### src/design/rv_consts.svh
`ifndef RV_CONSTS_SVH
`define RV_CONSTS_SVH

// Datapath and address width
`define XLEN 32

// Store depths in 32-bit words
`define IMEM_WORDS 256
`define DMEM_WORDS 256

// Word index widths
`define IMEM_AW $clog2(`IMEM_WORDS)
`define DMEM_AW $clog2(`DMEM_WORDS)

`endif

### src/design/rv_pkg.sv
`include "rv_consts.svh"
`default_nettype none

package rv_pkg;

    // Major opcodes of the supported subset
    typedef enum logic [6:0] {
        opReg    = 7'b0110011,
        opImm    = 7'b0010011,
        opLui    = 7'b0110111,
        opLoad   = 7'b0000011,
        opStore  = 7'b0100011,
        opBranch = 7'b1100011,
        opJal    = 7'b1101111,
        opJalr   = 7'b1100111
    } opcodeT;

    typedef enum logic [3:0] {
        aluAdd,
        aluSub,
        aluAnd,
        aluOr,
        aluXor,
        aluSlt,
        aluSltu,
        aluSll,
        aluSrl,
        aluSra
    } aluOpT;

    // Write-back source
    typedef enum logic [1:0] {
        resAlu,
        resMem,
        resPc4
    } resultSelT;

    typedef enum logic [1:0] {
        pcSelPlus4,
        pcSelBranch,
        pcSelJal,
        pcSelJalr
    } pcSelT;

    typedef enum logic [2:0] {
        immI,
        immS,
        immB,
        immU,
        immJ
    } immKindT;

    // Branch conditions are 00 eq, 01 ne, 10 lt and 11 ge
    typedef struct packed {
        logic      regWrite;
        logic      memWrite;
        logic      aluSrcImm;
        aluOpT     aluOp;
        resultSelT resultSel;
        pcSelT     pcSel;
        logic [1:0] branchCond;
        immKindT   immKind;
    } ctrlT;

    // One word of the program load port
    typedef struct packed {
        logic [`IMEM_AW-1:0] addr;
        logic [`XLEN-1:0]    data;
    } loadWordT;

endpackage

`default_nettype wire

### src/design/alu.sv
`include "rv_consts.svh"
`timescale 1ns/100ps
`default_nettype none

module alu import rv_pkg::*; (
    input  logic [`XLEN-1:0] srcA,
    input  logic [`XLEN-1:0] srcB,
    input  aluOpT            aluOp,
    output logic [`XLEN-1:0] result,
    output logic             zero,
    output logic             lessThan
);

    logic [4:0] shamt;
    logic       lessThanU;

    assign shamt     = srcB[4:0];
    assign lessThan  = $signed(srcA) < $signed(srcB);
    assign lessThanU = srcA < srcB;

    always_comb begin
        case (aluOp)
            aluSub:  result = srcA - srcB;
            aluAnd:  result = srcA & srcB;
            aluOr:   result = srcA | srcB;
            aluXor:  result = srcA ^ srcB;
            aluSlt:  result = {{(`XLEN-1){1'b0}}, lessThan};
            aluSltu: result = {{(`XLEN-1){1'b0}}, lessThanU};
            aluSll:  result = srcA << shamt;
            aluSrl:  result = srcA >> shamt;
            aluSra:  result = $unsigned($signed(srcA) >>> shamt);
            default: result = srcA + srcB;
        endcase
    end

    // Equality flag for beq and bne
    assign zero = (result == '0);

endmodule

`default_nettype wire

### config.mk
export PLATFORM = sky130hd
export DESIGN_NAME = alu
export DESIGN_NICKNAME = d
export VERILOG_FILES = /design/src/design/rv_pkg.sv /design/src/design/alu.sv
export VERILOG_INCLUDE_DIRS = /design/src /design/src/design
export SDC_FILE = /design/constraint.sdc
export NUM_CORES = 1
export LEC_CHECK = 0
export ABC_AREA = 1
export BUFFER_PORTS_ARGS = -buffer_cell sky130_fd_sc_hd__buf_4
export CAP_MARGIN = 25
export CORE_ASPECT_RATIO = 0.8
export CORE_UTILIZATION = 55
export DETAILED_ROUTE_END_ITERATION = 10
export PLACE_DENSITY_LB_ADDON = 0.05
export SLEW_MARGIN = 20
export SYNTH_ARGS = -nofsm -noshare
export SYNTH_HDL_FRONTEND = slang
export SYNTH_SLANG_ARGS = --single-unit
### constraint.sdc
create_clock -name vclk -period 6.17
set_input_delay 0.9255 -clock vclk [all_inputs]
set_output_delay 0.9255 -clock vclk [all_outputs]
set_load 0.01 [all_outputs]
==> metrics.txt <==
run status=complete, no violations; vias per std cell=between 6 and 7; Hold WC Path Type=in2out; post-synthesis cell type count=47; Syn. warnings=0; placed cell count=2465; cts repair resizes=0; maxcap violations=0; final worst-path cycle share=85.9%; top cell type's share of synthesized area=a little over a quarter; top cells by area, synth=nand2_1 27%, nand3_1 19%, ha_1 11%, inv_1 11%, nor2_1 6.4%; syn_area_per_cell=about 4.9 um^2; Register Area=0 um^2; crit-path max FO=between 60 and 70; drt initial violations=2556; drt pass-1 iters=9; routability cong.=1.13; maximum vdd ir drop=67.0 uV; Die ar.=19900 um^2; Final setup viols=0; relative slew slack=29.1%; via count=15100; Non-Filler Instances=2466; hold_buf cts=0; syn_nets=2354; DR DRC count=0; Slew Limit Fails=0; area added between synthesis and finish=5.96%; Post-Syn Instances=2187; Pleak=about 6.7 nW; WL/cell=21.0 um; port bufs=102; Die Y=126 um; Worst Max-Slew Pin Slew=1.06 ns; CP required=5.24 ns; Fin Setup TNS=0 ns; Post-Route WL=slightly above 50000 um; vias in the first global route=roughly 13000; Congestion Overflow GR=0; chip width=157 um; Power Total=1.11 mW; cell taking the most area after synthesis=nand2_1; proportion of layout cells with a drive suffix above 1=8.93%; Nets=2376; Ports=102; Post-synth top cells=764 x nand2_1, 393 x nand3_1, 305 x inv_1; RSZ-0062 raised after global routing=no; Post-CTS Setup Repair Bufs=0; CP arrival=~4.4 ns; Startpoint Class=input port; Final HPWL DP=42300 um; antenna-violating nets left=0; initial core utilization=~56%; first-pass GRT wire length=76000 um; most frequent cell after synthesis=nand2_1; Overall Global Routing Usage=50.5%; CLK BUF=0; pin count of the biggest net entering global routing=71; CP endpoint kind=output port; CP Class=in2out; Achievable Freq=189 MHz; seq_cells=0; FILL cells=2105; initial antenna violation count=1; sequential area share after synthesis=0%; Mapped Area=10600 um^2; power per standard cell area=98.7 nW/um^2; final hold vios=0; CORE AREA=approximately 19000 um^2; Core Rows=between 40 and 50; min cycle time layout=5.30 ns
metal layers:
| layer | up-vias | part of all wire [%] | track usage [%] |
|---|---|---|---|
| li1 | 7018 | - | - |
| met1 | 6551 | 39 | 69.4 |
| met2 | 1350 | 37 | 69.3 |
| met3 | 199 | 17 | 15.8 |
| met4 | 0 | 6.4 | 26.2 |
| met5 | - | 0 | 0 |
kinds of logic (layout without fill, tap and decap cells):
group | after synthesis | count (layout) | share of synthesized area, %
AND/OR/NAND/NOR | 1472 | 1472 | 61.1
other | 0 | 1 | 0
XOR/XNOR | 5 | 5 | 0.412
AO/OA/AOI/OAI | 188 | 188 | 9.79
buffers and inverters | 423 | 443 | 16.9
adder cells (fa/ha/maj) | 99 | 99 | 11.8
cell type report:
| cell class | count | area (um^2) | share of cell area [%] |
|---|---|---|---|
| Multi-Input combinational cell | 1764 | 8830 | 78.5 |
| Inverter | 331 | 1250 | 11.1 |
| Timing Repair Buffer | 112 | 853 | 7.58 |
| Tap cell | 258 | 323 | 2.87 |
| Antenna cell | 1 | 2.50 | 0.0222 |
path summary, 6_finish.rpt:
check | start | endpoint | slack (ns) | depth (start not counted)
worst min-delay path | srcB[4] | result[3] | 2.54 | 4
worst max-delay path | srcB[1] | zero | 0.87 | 20
critical path, stage by stage:
cell and delay (ns):
buf_4 0.56, inv_4 0.23, ha_1 0.47, nand3_1 0.10
nand3_1 0.22, nand2_1 0.09, nand2_1 0.14, nand2_1 0.07
nand2_1 0.21, nand2_1 0.14, nand3_1 0.10, nand2_1 0.06
nand2_1 0.05, nand3_1 0.16, nor2_1 0.13, nand2_1 0.10
nor2_1 0.18, nand2_1 0.12, nor2_1 0.15, buf_4 0.14
report_power, final:
group | leakage (nW) | switching, mW | internal [mW]
Clock | 0.00000928 | 0 | 0.00000000730
Sequential | 0 | 0 | 0
Combinational | 6.70 | 0.777 | 0.335
Total | 6.70 | 0.777 | 0.335
cell usage in the layout (no fill, tap or decap), drive strengths merged:
cell type and count:
nand4 40, or2 3, o221ai 4, diode 1
nor2 193, fa 2, o21ai 56, o21bai 7
nor4 2, nand3 406, xor2 5, o211ai 6
inv 329, nor3 20, a211oi 2, a31oi 4
a21oi 84, nand2 793, buf 112, o22ai 20
and2 7, a22o 1, ha 97, nand3b 6
a21boi 4, clkinv 2, and3 2
through the flow:
stage	area [um^2]	setup slack, ns	util, %	hold slack, ns
after floorplan	10600	1.93	-	2.17
after global placement	11300	1.10	59.3	2.50
after detailed placement	11300	1.12	59.3	2.49
after CTS	11300	1.10	59.3	2.50
after global routing	11300	0.671	59.3	2.53
final	11300	0.873	59.3	2.54
(Power assumes the default switching activity.)
