`src/design/rv_consts.svh`:
```
`ifndef RV_CONSTS_SVH
`define RV_CONSTS_SVH

// Datapath and address width
`define XLEN 32

// Store depths in 32-bit words
`define IMEM_WORDS 256
`define DMEM_WORDS 256

// Word index widths
`define IMEM_AW $clog2(`IMEM_WORDS)
`define DMEM_AW $clog2(`DMEM_WORDS)

`endif

```
`src/design/regFile.sv`:
```
`include "rv_consts.svh"
`timescale 1ns/100ps
`default_nettype none

module regFile (
    input  logic             clk,
    input  logic             run,
    input  logic [4:0]       rs1,
    input  logic [4:0]       rs2,
    input  logic [4:0]       rd,
    input  logic             regWrite,
    input  logic [`XLEN-1:0] writeData,
    output logic [`XLEN-1:0] readData1,
    output logic [`XLEN-1:0] readData2,
    output logic [`XLEN-1:0] a0,
    output logic [`XLEN-1:0] a1,
    output logic [`XLEN-1:0] a7
);

    logic [`XLEN-1:0] regs [32];

    always_ff @(posedge clk) begin
        if (run && regWrite && (rd != 5'd0)) begin
            regs[rd] <= writeData;
        end
    end

    // x0 reads as zero whatever the array holds
    assign readData1 = (rs1 == 5'd0) ? '0 : regs[rs1];
    assign readData2 = (rs2 == 5'd0) ? '0 : regs[rs2];

    assign a0 = regs[10];
    assign a1 = regs[11];
    assign a7 = regs[17];

endmodule

`default_nettype wire

```
`config.mk`:
```
export PLATFORM = sky130hd
export DESIGN_NAME = regFile
export DESIGN_NICKNAME = d
export VERILOG_FILES = /design/src/design/regFile.sv
export VERILOG_INCLUDE_DIRS = /design/src /design/src/design
export SDC_FILE = /design/constraint.sdc
export NUM_CORES = 1
export LEC_CHECK = 0
export BUFFER_PORTS_ARGS = -buffer_cell sky130_fd_sc_hd__clkbuf_2
export CAP_MARGIN = 40
export CELL_PAD_IN_SITES_DETAIL_PLACEMENT = 1
export CELL_PAD_IN_SITES_GLOBAL_PLACEMENT = 1
export CORE_MARGIN = 5
export CORE_UTILIZATION = 56
export CTS_BUF_LIST = sky130_fd_sc_hd__clkbuf_4 sky130_fd_sc_hd__clkbuf_8
export DETAILED_ROUTE_END_ITERATION = 8
export PLACE_DENSITY = 0.87
export SLEW_MARGIN = 10
export SYNTH_ARGS = -nofsm -noshare
export SYNTH_HDL_FRONTEND = slang
export SYNTH_SLANG_ARGS = --single-unit
```
`constraint.sdc`:
```
create_clock -name clk -period 3.18 [get_ports clk]
set_input_delay 0.159 -clock clk [delete_from_list [all_inputs] [get_ports clk]]
set_output_delay 0.159 -clock clk [all_outputs]
set_load 0.05 [all_outputs]
```
==> flow_summary.json <==
{
  "met2_usage_pct": 62.5,
  "min_period_ps": 3180,
  "port_buffers": 209,
  "cap_violations": 0,
  "netSwitchingPower_mw": 8.28,
  "arrival_ps": 3020,
  "power.density_mw_per_mm2": 552,
  "startpoint_type": "flip-flop",
  "violations": "setup timing",
  "viasPerCell": 7.99,
  "vias": 32400,
  "nets": 2843,
  "fin_util_pct": 66.1,
  "hold_class": "in2reg",
  "largest_reg_flops": 1024,
  "synthFlopType": "edfxtp_1",
  "clk_pin_slew_worst_paths_ps": 70,
  "cts_max_level": 4,
  "p_clk_share_pct": 38.3,
  "top_register": "regs",
  "timing.final.crit_share_pct": 100,
  "grt_pass1_wl_mm": 261,
  "p_seq_share_pct": 49.4,
  "overflow": 0,
  "rows": 106,
  "antenna_left": 0,
  "die_w_um": 300,
  "gp_congestion": 0.924,
  "clockRootBuffer": "clkbuf_8",
  "hold_viol_final": 0,
  "clock_path_buffers": 3,
  "top_usage_layer": "met2",
  "holdPathStages": 1,
  "ir_worst_vdd_v": 0.000379,
  "reg_top3": "regs: 1024 flops",
  "syn_to_final_growth_pct": 17.2,
  "ys_warn_count": 0,
  "dieHeight_um": 300,
  "yosysSeqAreaShare_pct": 65.1,
  "met3_usage_pct": 16.9,
  "p_sw_share_pct": 27.1,
  "totalPowerFinal_mw": 30.5,
  "grt_use_met1_pct": 49.3,
  "drt-total-wl_mm": 189,
  "critPathKind": "reg2out",
  "wl_per_cell_um": 46.5,
  "yosys.cell_types.count": 43,
  "groute.usage.overall_pct": 41.3,
  "ys_ff_latch": 1024,
  "power_leakage_nw": 18.6,
  "crit_chain": "mux4_2 > a22o_1 > a2111oi_4 > nor3_2 > clkbuf_4",
  "hpwlAfterDp_mm": 112,
  "final-setup-viol-count": 1,
  "cts_tree": "done",
  "rsz0062_at_grt": "true",
  "tightestPinTransition_ps": 988,
  "grt_start_max_net_pins": 60,
  "drive_gt1_share_pct": 40.6,
  "avgSynthCellArea_um2": 19.9,
  "cp.required_ps": 3020,
  "dr.pass1.iters": 6,
  "relSlewSlack_pct": 34.1,
  "crit_fanout": 3,
  "timing.hold.ws_ps": 57.5,
  "synth_edf_count": 1024,
  "worstHoldEndpoint": "regs[22][11]",
  "p_int_mw": 22.2,
  "antenna_found_initial": 5,
  "post-route-drc-count": 0,
  "status": "finished with violations",
  "cts_sinks": 1024,
  "max_freq_mhz": 314,
  "initial_core_util_pct": 56.4,
  "cts_inserted_buffers": 166,
  "crit_path_max_incr_delay_ps": 500,
  "hold_start": "writeData[11]",
  "grt_pass1_vias": 33500,
  "synthArstFlopShare_pct": 0,
  "slew_viol_final": 0,
  "fp.coreArea_mm2": 0.0837,
  "ios": 210,
  "end_kind": "primary output",
  "dieArea_mm2": 0.0902,
  "netlist_instances": 2369,
  "synthesis.area_mm2": 0.0472,
  "pwr-share-comb_pct": 12.3,
  "drt_iter0_drc": 6432,
  "crit_slowest_cell": "mux4_2",
  "setup_ws_ps": -1.85
}
-- synthesized netlist by cell type (6+ instances only) --
cell type  number  area (um2)
a2111oi_0       7        61.3
a2111oi_2      25         375
a211o_1        26         228
a211oi_1       41         308
a21oi_1        26         130
a221oi_1       27         236
a22o_1         67         587
buf_1          10        37.5
buf_2          56         280
buf_4          28         210
buf_6          19         214
clkbuf_1       81         304
edfxtp_1     1024       30700
inv_1          28         105
mux2_1         20         225
mux2_2          7        78.8
mux2i_1       217        2170
mux4_2        418        9410
nand2_1         6        22.5
nor2_1         62         233
nor2b_1        14        87.6
nor3_1         33         165
nor4_1          6        37.5
o221ai_1       31         272
o22ai_1        59         369
-- cell families (layout without fill, tap and decap cells) --
kind of cell	after synthesis	in the layout	synth area share, %
and+or+nand+nor	144	144	1.51
AOI/OAI and AO/OA	311	311	5.47
muxes	666	666	25.4
other	1	36	0.00794
buffers and inverters	223	744	2.48
DFF	1024	1024	65.1
-- worst max-delay path by stage --
stage / start / to / slack [ps] / depth (start not counted)
finish: regs[10][17] / readData2[17] / -2 / 5
global placement: rs2[0] / readData2[8] / 360 / 7
floorplan: regs[11][5] / readData1[5] / 290 / 4
CTS: regs[10][3] / readData2[3] / 1 / 6
global route: regs[31][2] / readData2[2] / -20 / 6
detailed placement: rs2[0] / readData2[17] / 250 / 7
-- metal layers --
metal	up-vias	wire length [um]	share of wire, %
li1	11200	-	-
met1	16300	57300	30
met2	3880	84700	45
met3	1065	30300	16
met4	2	16200	8.6
met5	-	13	0.0069
-- cells in the final DEF, fill, tap and decap left out, drive strengths merged, types with 26 or more instances in the layout --
| master | Yosys | routed |
|---|---|---|
| mux2i | 217 | 217 |
| conb | 1 | 32 |
| inv | 28 | 35 |
| buf | 114 | 263 |
| o22ai | 59 | 59 |
| mux2 | 27 | 27 |
| edfxtp | 1024 | 1024 |
| a211o | 26 | 26 |
| o221ai | 31 | 31 |
| a211oi | 41 | 41 |
| nor2 | 62 | 62 |
| a22o | 67 | 67 |
| mux4 | 422 | 422 |
| a21oi | 26 | 26 |
| a221oi | 27 | 27 |
| clkbuf | 81 | 361 |
| a2111oi | 32 | 32 |
| nor3 | 34 | 34 |
| clkinv | 0 | 70 |
-- power by group through the flow --
stage          Combinational [mW]  Clock, mW  Sequential, mW
2_1_floorplan                1.86          0            15.3
3_3_place_gp                 3.34          0            15.3
3_5_place_dp                 3.48          0            15.3
4_1_cts                      3.61       11.6            15.1
5_1_grt                      3.78       12.4            15.1
6_report                     3.77       11.7            15.1
-- critical path: cells and delay by family (launching register included) --
kind                   cells  cell delay, ps
AOI/OAI and AO/OA          2             830
and+or+nand+nor            1             160
muxes                      1             500
buffers and inverters      1             250
DFF                        1             470
-- timing repair --
action | CTS | global route
setup buffers | 5 | 4
hold buffers | 2 | 2
pin swaps | 0 | 1
endpoints found under the setup margin | 26 | 24
resized for setup | 43 | 23
hold endpoints to repair | 33 | 64
-- final cells by class --
class                      instances  area [um2]
clock inverter                    87         568
timing repair buffer             420        3830
clock buffer                     209        2630
inverter                          28         105
fill                            6844       28400
tap                             1134        1420
multi-input combinational       1153       16000
sequential                      1024       30700
antenna                            4        10.0
-- stage by stage --
step                setup TNS [ps]  instances  worst slack (ps)  instance area, um2
global placement                 0       3738               361               51600
floorplan                        0       2400               294               47300
finish                       -1.85       4059             -1.85               55300
global route                 -24.9       4056             -20.9               55300
CTS                              0       4046             0.987               55100
detailed placement               0       3743               253               51600
(Power assumes the default switching activity.)
