==> config.mk <==
export PLATFORM = sky130hd
export DESIGN_NAME = decoder
export DESIGN_NICKNAME = d
export VERILOG_FILES = /design/src/design/rv_pkg.sv /design/src/design/decoder.sv
export VERILOG_INCLUDE_DIRS = /design/src /design/src/design
export SDC_FILE = /design/constraint.sdc
export NUM_CORES = 1
export LEC_CHECK = 0
export BUFFER_PORTS_ARGS = -buffer_cell sky130_fd_sc_hd__buf_2
export CAP_MARGIN = 0
export CORE_MARGIN = 10
export CORE_UTILIZATION = 33
export DETAILED_ROUTE_END_ITERATION = 8
export PLACE_DENSITY = 0.89
export SYNTH_ARGS = -nofsm -noshare
export SYNTH_HDL_FRONTEND = slang
export SYNTH_SLANG_ARGS = --single-unit
==> constraint.sdc <==
create_clock -name vclk -period 1.2
set_input_delay 0.06 -clock vclk [all_inputs]
set_output_delay 0.06 -clock vclk [all_outputs]
set_load 0.05 [all_outputs]
==> src/design/rv_consts.svh <==
`ifndef RV_CONSTS_SVH
`define RV_CONSTS_SVH

// Datapath and address width
`define XLEN 32

// Store depths in 32-bit words
`define IMEM_WORDS 256
`define DMEM_WORDS 256

// Word index widths
`define IMEM_AW $clog2(`IMEM_WORDS)
`define DMEM_AW $clog2(`DMEM_WORDS)

`endif

==> src/design/rv_pkg.sv <==
`include "rv_consts.svh"
`default_nettype none

package rv_pkg;

    // Major opcodes of the supported subset
    typedef enum logic [6:0] {
        opReg    = 7'b0110011,
        opImm    = 7'b0010011,
        opLui    = 7'b0110111,
        opLoad   = 7'b0000011,
        opStore  = 7'b0100011,
        opBranch = 7'b1100011,
        opJal    = 7'b1101111,
        opJalr   = 7'b1100111
    } opcodeT;

    typedef enum logic [3:0] {
        aluAdd,
        aluSub,
        aluAnd,
        aluOr,
        aluXor,
        aluSlt,
        aluSltu,
        aluSll,
        aluSrl,
        aluSra
    } aluOpT;

    // Write-back source
    typedef enum logic [1:0] {
        resAlu,
        resMem,
        resPc4
    } resultSelT;

    typedef enum logic [1:0] {
        pcSelPlus4,
        pcSelBranch,
        pcSelJal,
        pcSelJalr
    } pcSelT;

    typedef enum logic [2:0] {
        immI,
        immS,
        immB,
        immU,
        immJ
    } immKindT;

    // Branch conditions are 00 eq, 01 ne, 10 lt and 11 ge
    typedef struct packed {
        logic      regWrite;
        logic      memWrite;
        logic      aluSrcImm;
        aluOpT     aluOp;
        resultSelT resultSel;
        pcSelT     pcSel;
        logic [1:0] branchCond;
        immKindT   immKind;
    } ctrlT;

    // One word of the program load port
    typedef struct packed {
        logic [`IMEM_AW-1:0] addr;
        logic [`XLEN-1:0]    data;
    } loadWordT;

endpackage

`default_nettype wire

==> src/design/decoder.sv <==
`include "rv_consts.svh"
`timescale 1ns/100ps
`default_nettype none

module decoder import rv_pkg::*; (
    input  logic [`XLEN-1:0] instr,
    output ctrlT             ctrl,
    output logic [4:0]       rs1,
    output logic [4:0]       rs2,
    output logic [4:0]       rd,
    output logic [`XLEN-1:0] imm
);

    opcodeT     opcode;
    logic [2:0] funct3;
    logic       funct7b5;

    // Maps funct3 to an ALU op with alt selecting sub or sra
    function automatic aluOpT aluFn(input logic [2:0] f3, input logic alt);
        case (f3)
            3'b000:  return alt ? aluSub : aluAdd;
            3'b001:  return aluSll;
            3'b010:  return aluSlt;
            3'b011:  return aluSltu;
            3'b100:  return aluXor;
            3'b101:  return alt ? aluSra : aluSrl;
            3'b110:  return aluOr;
            default: return aluAnd;
        endcase
    endfunction

    assign opcode   = opcodeT'(instr[6:0]);
    assign funct3   = instr[14:12];
    assign funct7b5 = instr[30];

    assign rs2 = instr[24:20];
    assign rd  = instr[11:7];

    always_comb begin
        ctrl.regWrite   = 1'b0;
        ctrl.memWrite   = 1'b0;
        ctrl.aluSrcImm  = 1'b0;
        ctrl.aluOp      = aluAdd;
        ctrl.resultSel  = resAlu;
        ctrl.pcSel      = pcSelPlus4;
        // beq 000, bne 001, blt 100, bge 101
        ctrl.branchCond = {funct3[2], funct3[0]};
        ctrl.immKind    = immI;
        rs1             = instr[19:15];

        case (opcode)
            opReg: begin
                ctrl.regWrite = 1'b1;
                ctrl.aluOp    = aluFn(funct3, funct7b5);
            end
            opImm: begin
                // Bit 30 is part of the immediate except for shifts right
                ctrl.regWrite  = 1'b1;
                ctrl.aluSrcImm = 1'b1;
                ctrl.aluOp     = aluFn(funct3, funct7b5 && (funct3 == 3'b101));
            end
            opLui: begin
                // Reads x0 so the add passes the immediate through
                ctrl.regWrite  = 1'b1;
                ctrl.aluSrcImm = 1'b1;
                ctrl.immKind   = immU;
                rs1            = 5'd0;
            end
            opLoad: begin
                ctrl.regWrite  = 1'b1;
                ctrl.aluSrcImm = 1'b1;
                ctrl.resultSel = resMem;
            end
            opStore: begin
                ctrl.memWrite  = 1'b1;
                ctrl.aluSrcImm = 1'b1;
                ctrl.immKind   = immS;
            end
            opBranch: begin
                ctrl.aluOp   = aluSub;
                ctrl.pcSel   = pcSelBranch;
                ctrl.immKind = immB;
            end
            opJal: begin
                ctrl.regWrite  = 1'b1;
                ctrl.resultSel = resPc4;
                ctrl.pcSel     = pcSelJal;
                ctrl.immKind   = immJ;
            end
            opJalr: begin
                ctrl.regWrite  = 1'b1;
                ctrl.aluSrcImm = 1'b1;
                ctrl.resultSel = resPc4;
                ctrl.pcSel     = pcSelJalr;
            end
            default: begin
                // Unknown opcodes keep the defaults with no writes
            end
        endcase
    end

    // Sign-extended immediate per format
    always_comb begin
        case (ctrl.immKind)
            immS: imm = {{20{instr[31]}}, instr[31:25], instr[11:7]};
            immB: imm = {{19{instr[31]}}, instr[31], instr[7], instr[30:25],
                         instr[11:8], 1'b0};
            immU: imm = {instr[31:12], 12'b0};
            immJ: imm = {{11{instr[31]}}, instr[31], instr[19:12], instr[20],
                         instr[30:21], 1'b0};
            default: imm = {{20{instr[31]}}, instr[31:20]};
        endcase
    end

endmodule

`default_nettype wire

==> results of run 1 <==
Yosys cell counts, drive strengths merged:
library cell | n | area [µm²]
or3 | 1 | 6.26
nand4b | 1 | 8.76
nand4 | 1 | 6.26
a311oi | 1 | 8.76
mux2i | 2 | 20.0
and3 | 2 | 12.5
a22o | 5 | 43.8
a211o | 2 | 17.5
xnor2 | 2 | 17.5
nand3b | 3 | 22.5
o21a | 2 | 15.0
inv | 2 | 7.51
and3b | 1 | 8.76
mux2 | 7 | 105
clkbuf | 5 | 18.8
and2 | 3 | 18.8
o21ai | 1 | 5.00
buf | 18 | 128
nor3 | 3 | 15.0
a21o | 11 | 82.6
nor2 | 11 | 41.3
nor4b | 1 | 8.76
or3b | 2 | 17.5
o2bb2a | 1 | 10.0
o32a | 1 | 10.0
nor4bb | 1 | 10.0
a21oi | 2 | 10.0
a211oi | 1 | 7.51
o31ai | 2 | 15.0
nand2 | 4 | 15.0
nor4 | 1 | 12.5
and4b | 2 | 20.0
or2 | 2 | 12.5
nand3 | 2 | 10.0
nor2b | 13 | 81.3
per-stage QoR:
stage | std cells | hold slack [ns]
2_1_floorplan | 119 | 0.184
3_3_place_gp | 251 | 0.427
3_5_place_dp | 251 | 0.429
4_1_cts | 262 | 0.429
timing repair:
item | CTS
buffers inserted | 10
endpoints found under the setup margin | 44
resized for setup | 145
pin swaps | 17
gates cloned | 2
logic make-up after synthesis:
| family | count (synthesis) | synth area share, % |
|---|---|---|
| and+or+nand+nor | 54 | 38.6 |
| AOI/OAI and AO/OA | 29 | 26.5 |
| buffers and inverters | 25 | 18.1 |
| muxes | 9 | 14.7 |
| xor gates and xnor gates | 2 | 2.06 |
==> impl_metrics.env, run 1 <==
export IMPL_ys_warn_count=0
export IMPL_status="did not finish"
export IMPL_synth_fp_nets=151
export IMPL_netlist_area_um2=850
export IMPL_die_w_um=70.7
export IMPL_grt_antenna_before_repair=0
export IMPL_pre_cts_ws_ns=-0.368
export IMPL_row_count=18
export IMPL_gp_congestion=0.767
export IMPL_seq_area_frac_synth_pct=0
export IMPL_haltStage="global routing (5_1_grt)"
export IMPL_port_buffers=95
export IMPL_syn_inst=119
export IMPL_hpwl_mm=3.75
export IMPL_cts_hold_buf=0
export IMPL_syn_area_per_cell_um2=7.14
export IMPL_error="[ERROR DPL-0033] detailed placement checks failed during check placement."
export IMPL_num_io_pins=95
export IMPL_placed_cell_area_um2=1740
export IMPL_chipHeight_um=70.7
export IMPL_start_util_pct=34.3
export IMPL_grt_worst_endpoint="imm[16]"
export IMPL_synth_cell_types=38
export IMPL_grt_max_degree=12
export IMPL_worstEndpointType="primary output"
==> run 2, diff against run 1 <==
Settings changed: CORE_AREA set to 10 10 71 73, CORE_MARGIN 10 to unset, CORE_UTILIZATION 33 to unset, DIE_AREA set to 0 0 81 83, PLACE_DENSITY 0.89 to unset, PLACE_DENSITY_LB_ADDON set to 0.15.
Clock period 1.2 ns to 1.55 ns, I/O delays scaled along.
==> run 2 against run 1 <==
Effect of this change: the run now ends clean; synthesized cell count stayed put; area after synthesis stayed put.
==> impl_metrics.env, run 2 <==
export IMPL_status="completed"
export IMPL_drive_gt1_share_pct=66.0
export IMPL_hpwl_mm=3.30
export IMPL_start_util_pct=23.4
export IMPL_p_seq_share_pct=0
export IMPL_syn_inst=119
export IMPL_switching_power_w=0.000411
export IMPL_setup_violations=0
export IMPL_ir_worst_vdd_mv=0.172
export IMPL_hold_violations=0
export IMPL_p_per_area_nw_per_um2=391
export IMPL_crit_required_ns=1.47
export IMPL_core_um2=3630
export IMPL_drv_slew=0
export IMPL_fin_nets=237
export IMPL_ys_warn_count=0
export IMPL_path_max_fanout=8
export IMPL_synth_fp_nets=151
export IMPL_netlist_area_um2=850
export IMPL_drtIter0Drc=46
export IMPL_cap_violations=0
export IMPL_synth_top_area_cell="mux2_4"
export IMPL_synth_area_leaders="mux2_4 12%, buf_4 11%, a21o_1 9.7%"
export IMPL_placed_cell_area_um2=1420
export IMPL_seq_area_frac_synth_pct=0
export IMPL_crit_buf_inv=2
export IMPL_drtPass1Iterations=4
export IMPL_wirelength_mm=3.98
export IMPL_syn_to_final_growth_pct=81.0
export IMPL_arrival_ns=1.45
export IMPL_grt_pass1_vias=1274
export IMPL_num_io_pins=95
export IMPL_hp_class="in -> out"
export IMPL_worst_pin_slew_ns=0.398
export IMPL_p_comb_share_pct=100.0
export IMPL_clkPwrFrac_pct=0
export IMPL_critPathKind="in -> out"
export IMPL_fin_crit_sh_pct=98.7
export IMPL_final_area_um2=1540
export IMPL_detail_route_antenna_nets=0
export IMPL_chipHeight_um=83
export IMPL_rsz0062_at_grt="yes"
export IMPL_intPower_w=0.000189
export IMPL_final_util_pct=42.3
export IMPL_cp_end_kind="primary output"
export IMPL_row_count=22
export IMPL_grt_max_degree=24
export IMPL_final_common_cell="buf_2"
export IMPL_wl_per_cell_um=15.9
export IMPL_viasPerCell=4.67
export IMPL_period_needed_ns=1.53
export IMPL_p_leak_nw=0.862
export IMPL_die_area_um2=6720
export IMPL_port_buffers=95
export IMPL_path_cells="buf_6, or3b_1, a211o_4, mux2_4, buf_8"
export IMPL_cts_hold_buf=0
export IMPL_switching_share_pct=68.5
export IMPL_die_w_um=81
export IMPL_critical_path_slowest_cell="a211o_4"
export IMPL_synth_cell_types=38
export IMPL_synth_top_cells_by_count="13 x buf_4, 13 x nor2b_1, 11 x a21o_1, 11 x nor2_1, 7 x mux2_4"
export IMPL_gp_congestion=0.821
export IMPL_max_stage_delay_ns=0.41
export IMPL_synth_top_area_share_pct=12.4
export IMPL_relSlewSlack_pct=73.3
export IMPL_design_seq_count=0
export IMPL_grt_usage_pct=10.8
export IMPL_final_seq_area_um2=0
export IMPL_critPathLaunchType="input pin"
export IMPL_syn_area_per_cell_um2=7.14
export IMPL_vias=1171
export IMPL_clkbuf_count=0
export IMPL_cts_setup_buffers=0
export IMPL_drc_errors=0
export IMPL_grt_antenna_before_repair=0
export IMPL_mostFrequentLayoutCells="73 x buf_2, 12 x clkbuf_4, 11 x a21o_1, 11 x buf_4, 10 x nor2_1"
export IMPL_fmax_ghz=0.654
export IMPL_critPathTopFamily="compound AO/OA/AOI/OAI gates"
export IMPL_antenna_cells=0
export IMPL_gr_total_overflow=0
export IMPL_grt_pass1_wl_mm=6.23
[run 2: cell counts after synthesis]
Identical to the previous run, type by type.
[run 2: cell families (layout without fill, tap and decap cells)]
group	after synthesis	in the layout	share of synthesized area, %
AO/OA/AOI/OAI	29	29	26.5
AND/OR/NAND/NOR	54	54	38.6
multiplexers	9	9	14.7
XOR/XNOR	2	2	2.06
buffers and inverters	25	109	18.1
[run 2: metal layers]
metal | vias up | wire (µm) | GRT usage (%)
met5 | - | 0 | 0
met3 | 0 | 503 | 5.60
met2 | 47 | 2070 | 19.7
met4 | 0 | 0 | 0
met1 | 535 | 1410 | 11.1
li1 | 589 | - | -
[run 2: timing repair]
item	4_1_cts	5_1_grt
setup endpoints to repair	9	26
gates resized for setup	19	19
pin swaps	2	1
hold endpoints to repair	0	0
[run 2: worst paths after layout]
| kind | start | to | slack [ns] | cells after the start |
|---|---|---|---|---|
| max | instr[3] | imm[12] | 0.02 | 5 |
| min | instr[11] | rd[4] | 0.46 | 2 |
[run 2: area by class of cell]
| class | count | area (µm²) |
|---|---|---|
| inverter | 2 | 7.51 |
| timing repair buffer | 107 | 674 |
| tap | 48 | 60.1 |
| fill | 391 | 2100 |
| multi-input combinational | 94 | 796 |
[run 2: stage by stage]
stage               setup slack (ns)  TNS (ns)  total power (W)  hold WS [ns]  instances
floorplan                     -0.158    -0.538         0.000435         0.219        119
global placement              -0.130    -0.979         0.000568         0.461        251
detailed placement            -0.167     -1.28         0.000572         0.464        251
CTS                          0.00393         0         0.000593         0.464        251
global route                 -0.0103   -0.0384         0.000633         0.464        251
finish                        0.0207         0         0.000601         0.462        251
[run 2: power groups by stage]
stage                     Combinational, W  Sequential, W  Clock (W)
after CTS                         0.000593              0          0
final                             0.000601              0          0
after global placement            0.000568              0          0
after floorplan                   0.000435              0          0
after detailed placement          0.000572              0          0
after global routing              0.000633              0          0
No activity file was read; power rests on OpenSTA's default activity.
==> run 3, diff against run 2 <==
Settings changed: PLACE_DENSITY set to 0.64, PLACE_DENSITY_LB_ADDON 0.15 to unset.
==> run 3 against run 2 <==
Effect of this change: design area up 0.41%; combinational power down 1%; first-iteration DRC count up 11%; flip-flop and latch count unchanged; fmax down 0.95%; global-route usage about the same; final cell count down 0.40%; sequential share of layout area unchanged; worst setup slack worse by 0.015 ns; hold slack better by 0.0017 ns; critical path depth up 1; non-clock buffer count down 1.
==> impl_metrics.env, run 3 (same netlist as run 2, synthesis figures left out) <==
export IMPL_status="completed"
export IMPL_die_area_um2=6720
export IMPL_p_per_area_nw_per_um2=385
export IMPL_vias=1141
export IMPL_fmax_ghz=0.648
export IMPL_drv_slew=0
export IMPL_num_io_pins=95
export IMPL_critPathKind="in -> out"
export IMPL_hp_class="in -> out"
export IMPL_core_um2=3630
export IMPL_min_from="instr[10]"
export IMPL_cap_violations=0
export IMPL_chipHeight_um=83
export IMPL_gp_congestion=0.766
export IMPL_final_area_um2=1540
export IMPL_viasPerCell=4.56
export IMPL_fin_nets=236
export IMPL_antenna_cells=0
export IMPL_ir_worst_vdd_mv=0.167
export IMPL_drive_gt1_share_pct=64.9
export IMPL_drc_errors=0
export IMPL_drtIter0Drc=51
export IMPL_worst_pin_slew_ns=0.461
export IMPL_start_util_pct=23.4
export IMPL_rsz0062_at_grt="yes"
export IMPL_wl_per_cell_um=15.5
export IMPL_placed_cell_area_um2=1440
export IMPL_final_common_cell="buf_2"
export IMPL_hold_end="rd[3]"
export IMPL_nFillCells=399
export IMPL_grt_antenna_before_repair=0
export IMPL_hpwl_mm=3.27
export IMPL_clkbuf_count=0
export IMPL_critical_path_slowest_cell="or3b_1"
export IMPL_period_needed_ns=1.54
export IMPL_wirelength_mm=3.87
export IMPL_gr_total_overflow=0
export IMPL_arrival_ns=1.47
export IMPL_worstHoldPathCells=2
export IMPL_syn_to_final_growth_pct=81.7
export IMPL_power_w=0.000595
export IMPL_drtPass1Iterations=3
export IMPL_crit_required_ns=1.47
export IMPL_max_stage_delay_ns=0.38
export IMPL_die_w_um=81
export IMPL_grt_usage_pct=10.8
export IMPL_port_buffers=95
export IMPL_grt_pass1_vias=1195
export IMPL_grt_pass1_wl_mm=6.19
export IMPL_p_leak_nw=0.866
export IMPL_grt_max_degree=24
export IMPL_mostFrequentLayoutCells="73 x buf_2, 11 x a21o_1, 10 x nor2_1, 10 x buf_4, 10 x clkbuf_4"
export IMPL_cp_end_kind="primary output"
export IMPL_row_count=22
export IMPL_detail_route_antenna_nets=0
export IMPL_final_seq_area_um2=0
export IMPL_relSlewSlack_pct=69.1
export IMPL_fin_crit_sh_pct=99.6
export IMPL_setup_violations=0
export IMPL_hold_violations=0
export IMPL_path_max_fanout=8
export IMPL_path_common_cell="buf_6"
export IMPL_design_seq_count=0
export IMPL_path_cells="buf_6, or3b_1, a211o_1, buf_12, mux2_4, buf_6"
export IMPL_fin_hold_ws_ns=0.464
export IMPL_critPathLaunchType="input pin"
run 3: where the power goes:
part           switching [W]  internal, W  total, W
sequential                 0            0         0
clock                      0            0         0
combinational       0.000408     0.000187  0.000595
total               0.000408     0.000187  0.000595
run 3: how the worst max path moves through the flow:
stage              end  startpoint  cells past startpoint
2_1_floorplan  ctrl[0]    instr[4]                      4
3_3_place_gp   imm[19]    instr[6]                      6
3_5_place_dp   imm[19]    instr[6]                      6
4_1_cts        imm[19]    instr[6]                      6
5_1_grt        imm[18]    instr[6]                      6
6_report       imm[13]    instr[6]                      6
run 3: per-stage QoR:
stage | instances | setup slack, ns | util, % | setup TNS [ns]
global route | 250 | -0.0114 | 42.5 | -0.0430
detailed placement | 249 | -0.0815 | 39.5 | -0.569
floorplan | 119 | -0.158 | - | -0.538
CTS | 249 | 0.00358 | 40.8 | 0
finish | 250 | 0.00610 | 42.5 | 0
global placement | 249 | -0.0740 | 39.5 | -0.545
run 3: layout make-up:
type | count | area [µm²] | area share [%]
Timing Repair Buffer | 106 | 692 | 44.8
Tap cell | 48 | 60.1 | 3.89
Inverter | 2 | 7.51 | 0.486
Multi-Input combinational cell | 94 | 785 | 50.8
run 3: critical path: cells and delay by family:
family          cells  cell delay (ns)
simple gates        1             0.38
buf+inv             3             0.40
compound gates      1             0.30
mux                 1             0.30
run 3: per-layer routing:
| layer | part of all wire, % | vias to the layer above | track usage [%] | routed length (µm) |
|---|---|---|---|---|
| met4 | 0 | 0 | 0 | 0 |
| met1 | 41 | 507 | 12.5 | 1570 |
| met2 | 48 | 48 | 18.7 | 1860 |
| met5 | 0 | - | 0 | 0 |
| met3 | 12 | 0 | 4.74 | 446 |
| li1 | - | 586 | - | - |
run 3: repair_timing:
| action | in CTS | in global routing |
|---|---|---|
| endpoints found under the setup margin | 9 | 29 |
| endpoints found under the hold margin | 0 | 0 |
| pin swaps | 1 | 1 |
| gates cloned | 0 | 0 |
| setup buffers | 0 | 1 |
| hold buffers | 0 | 0 |
| resized for setup | 15 | 18 |
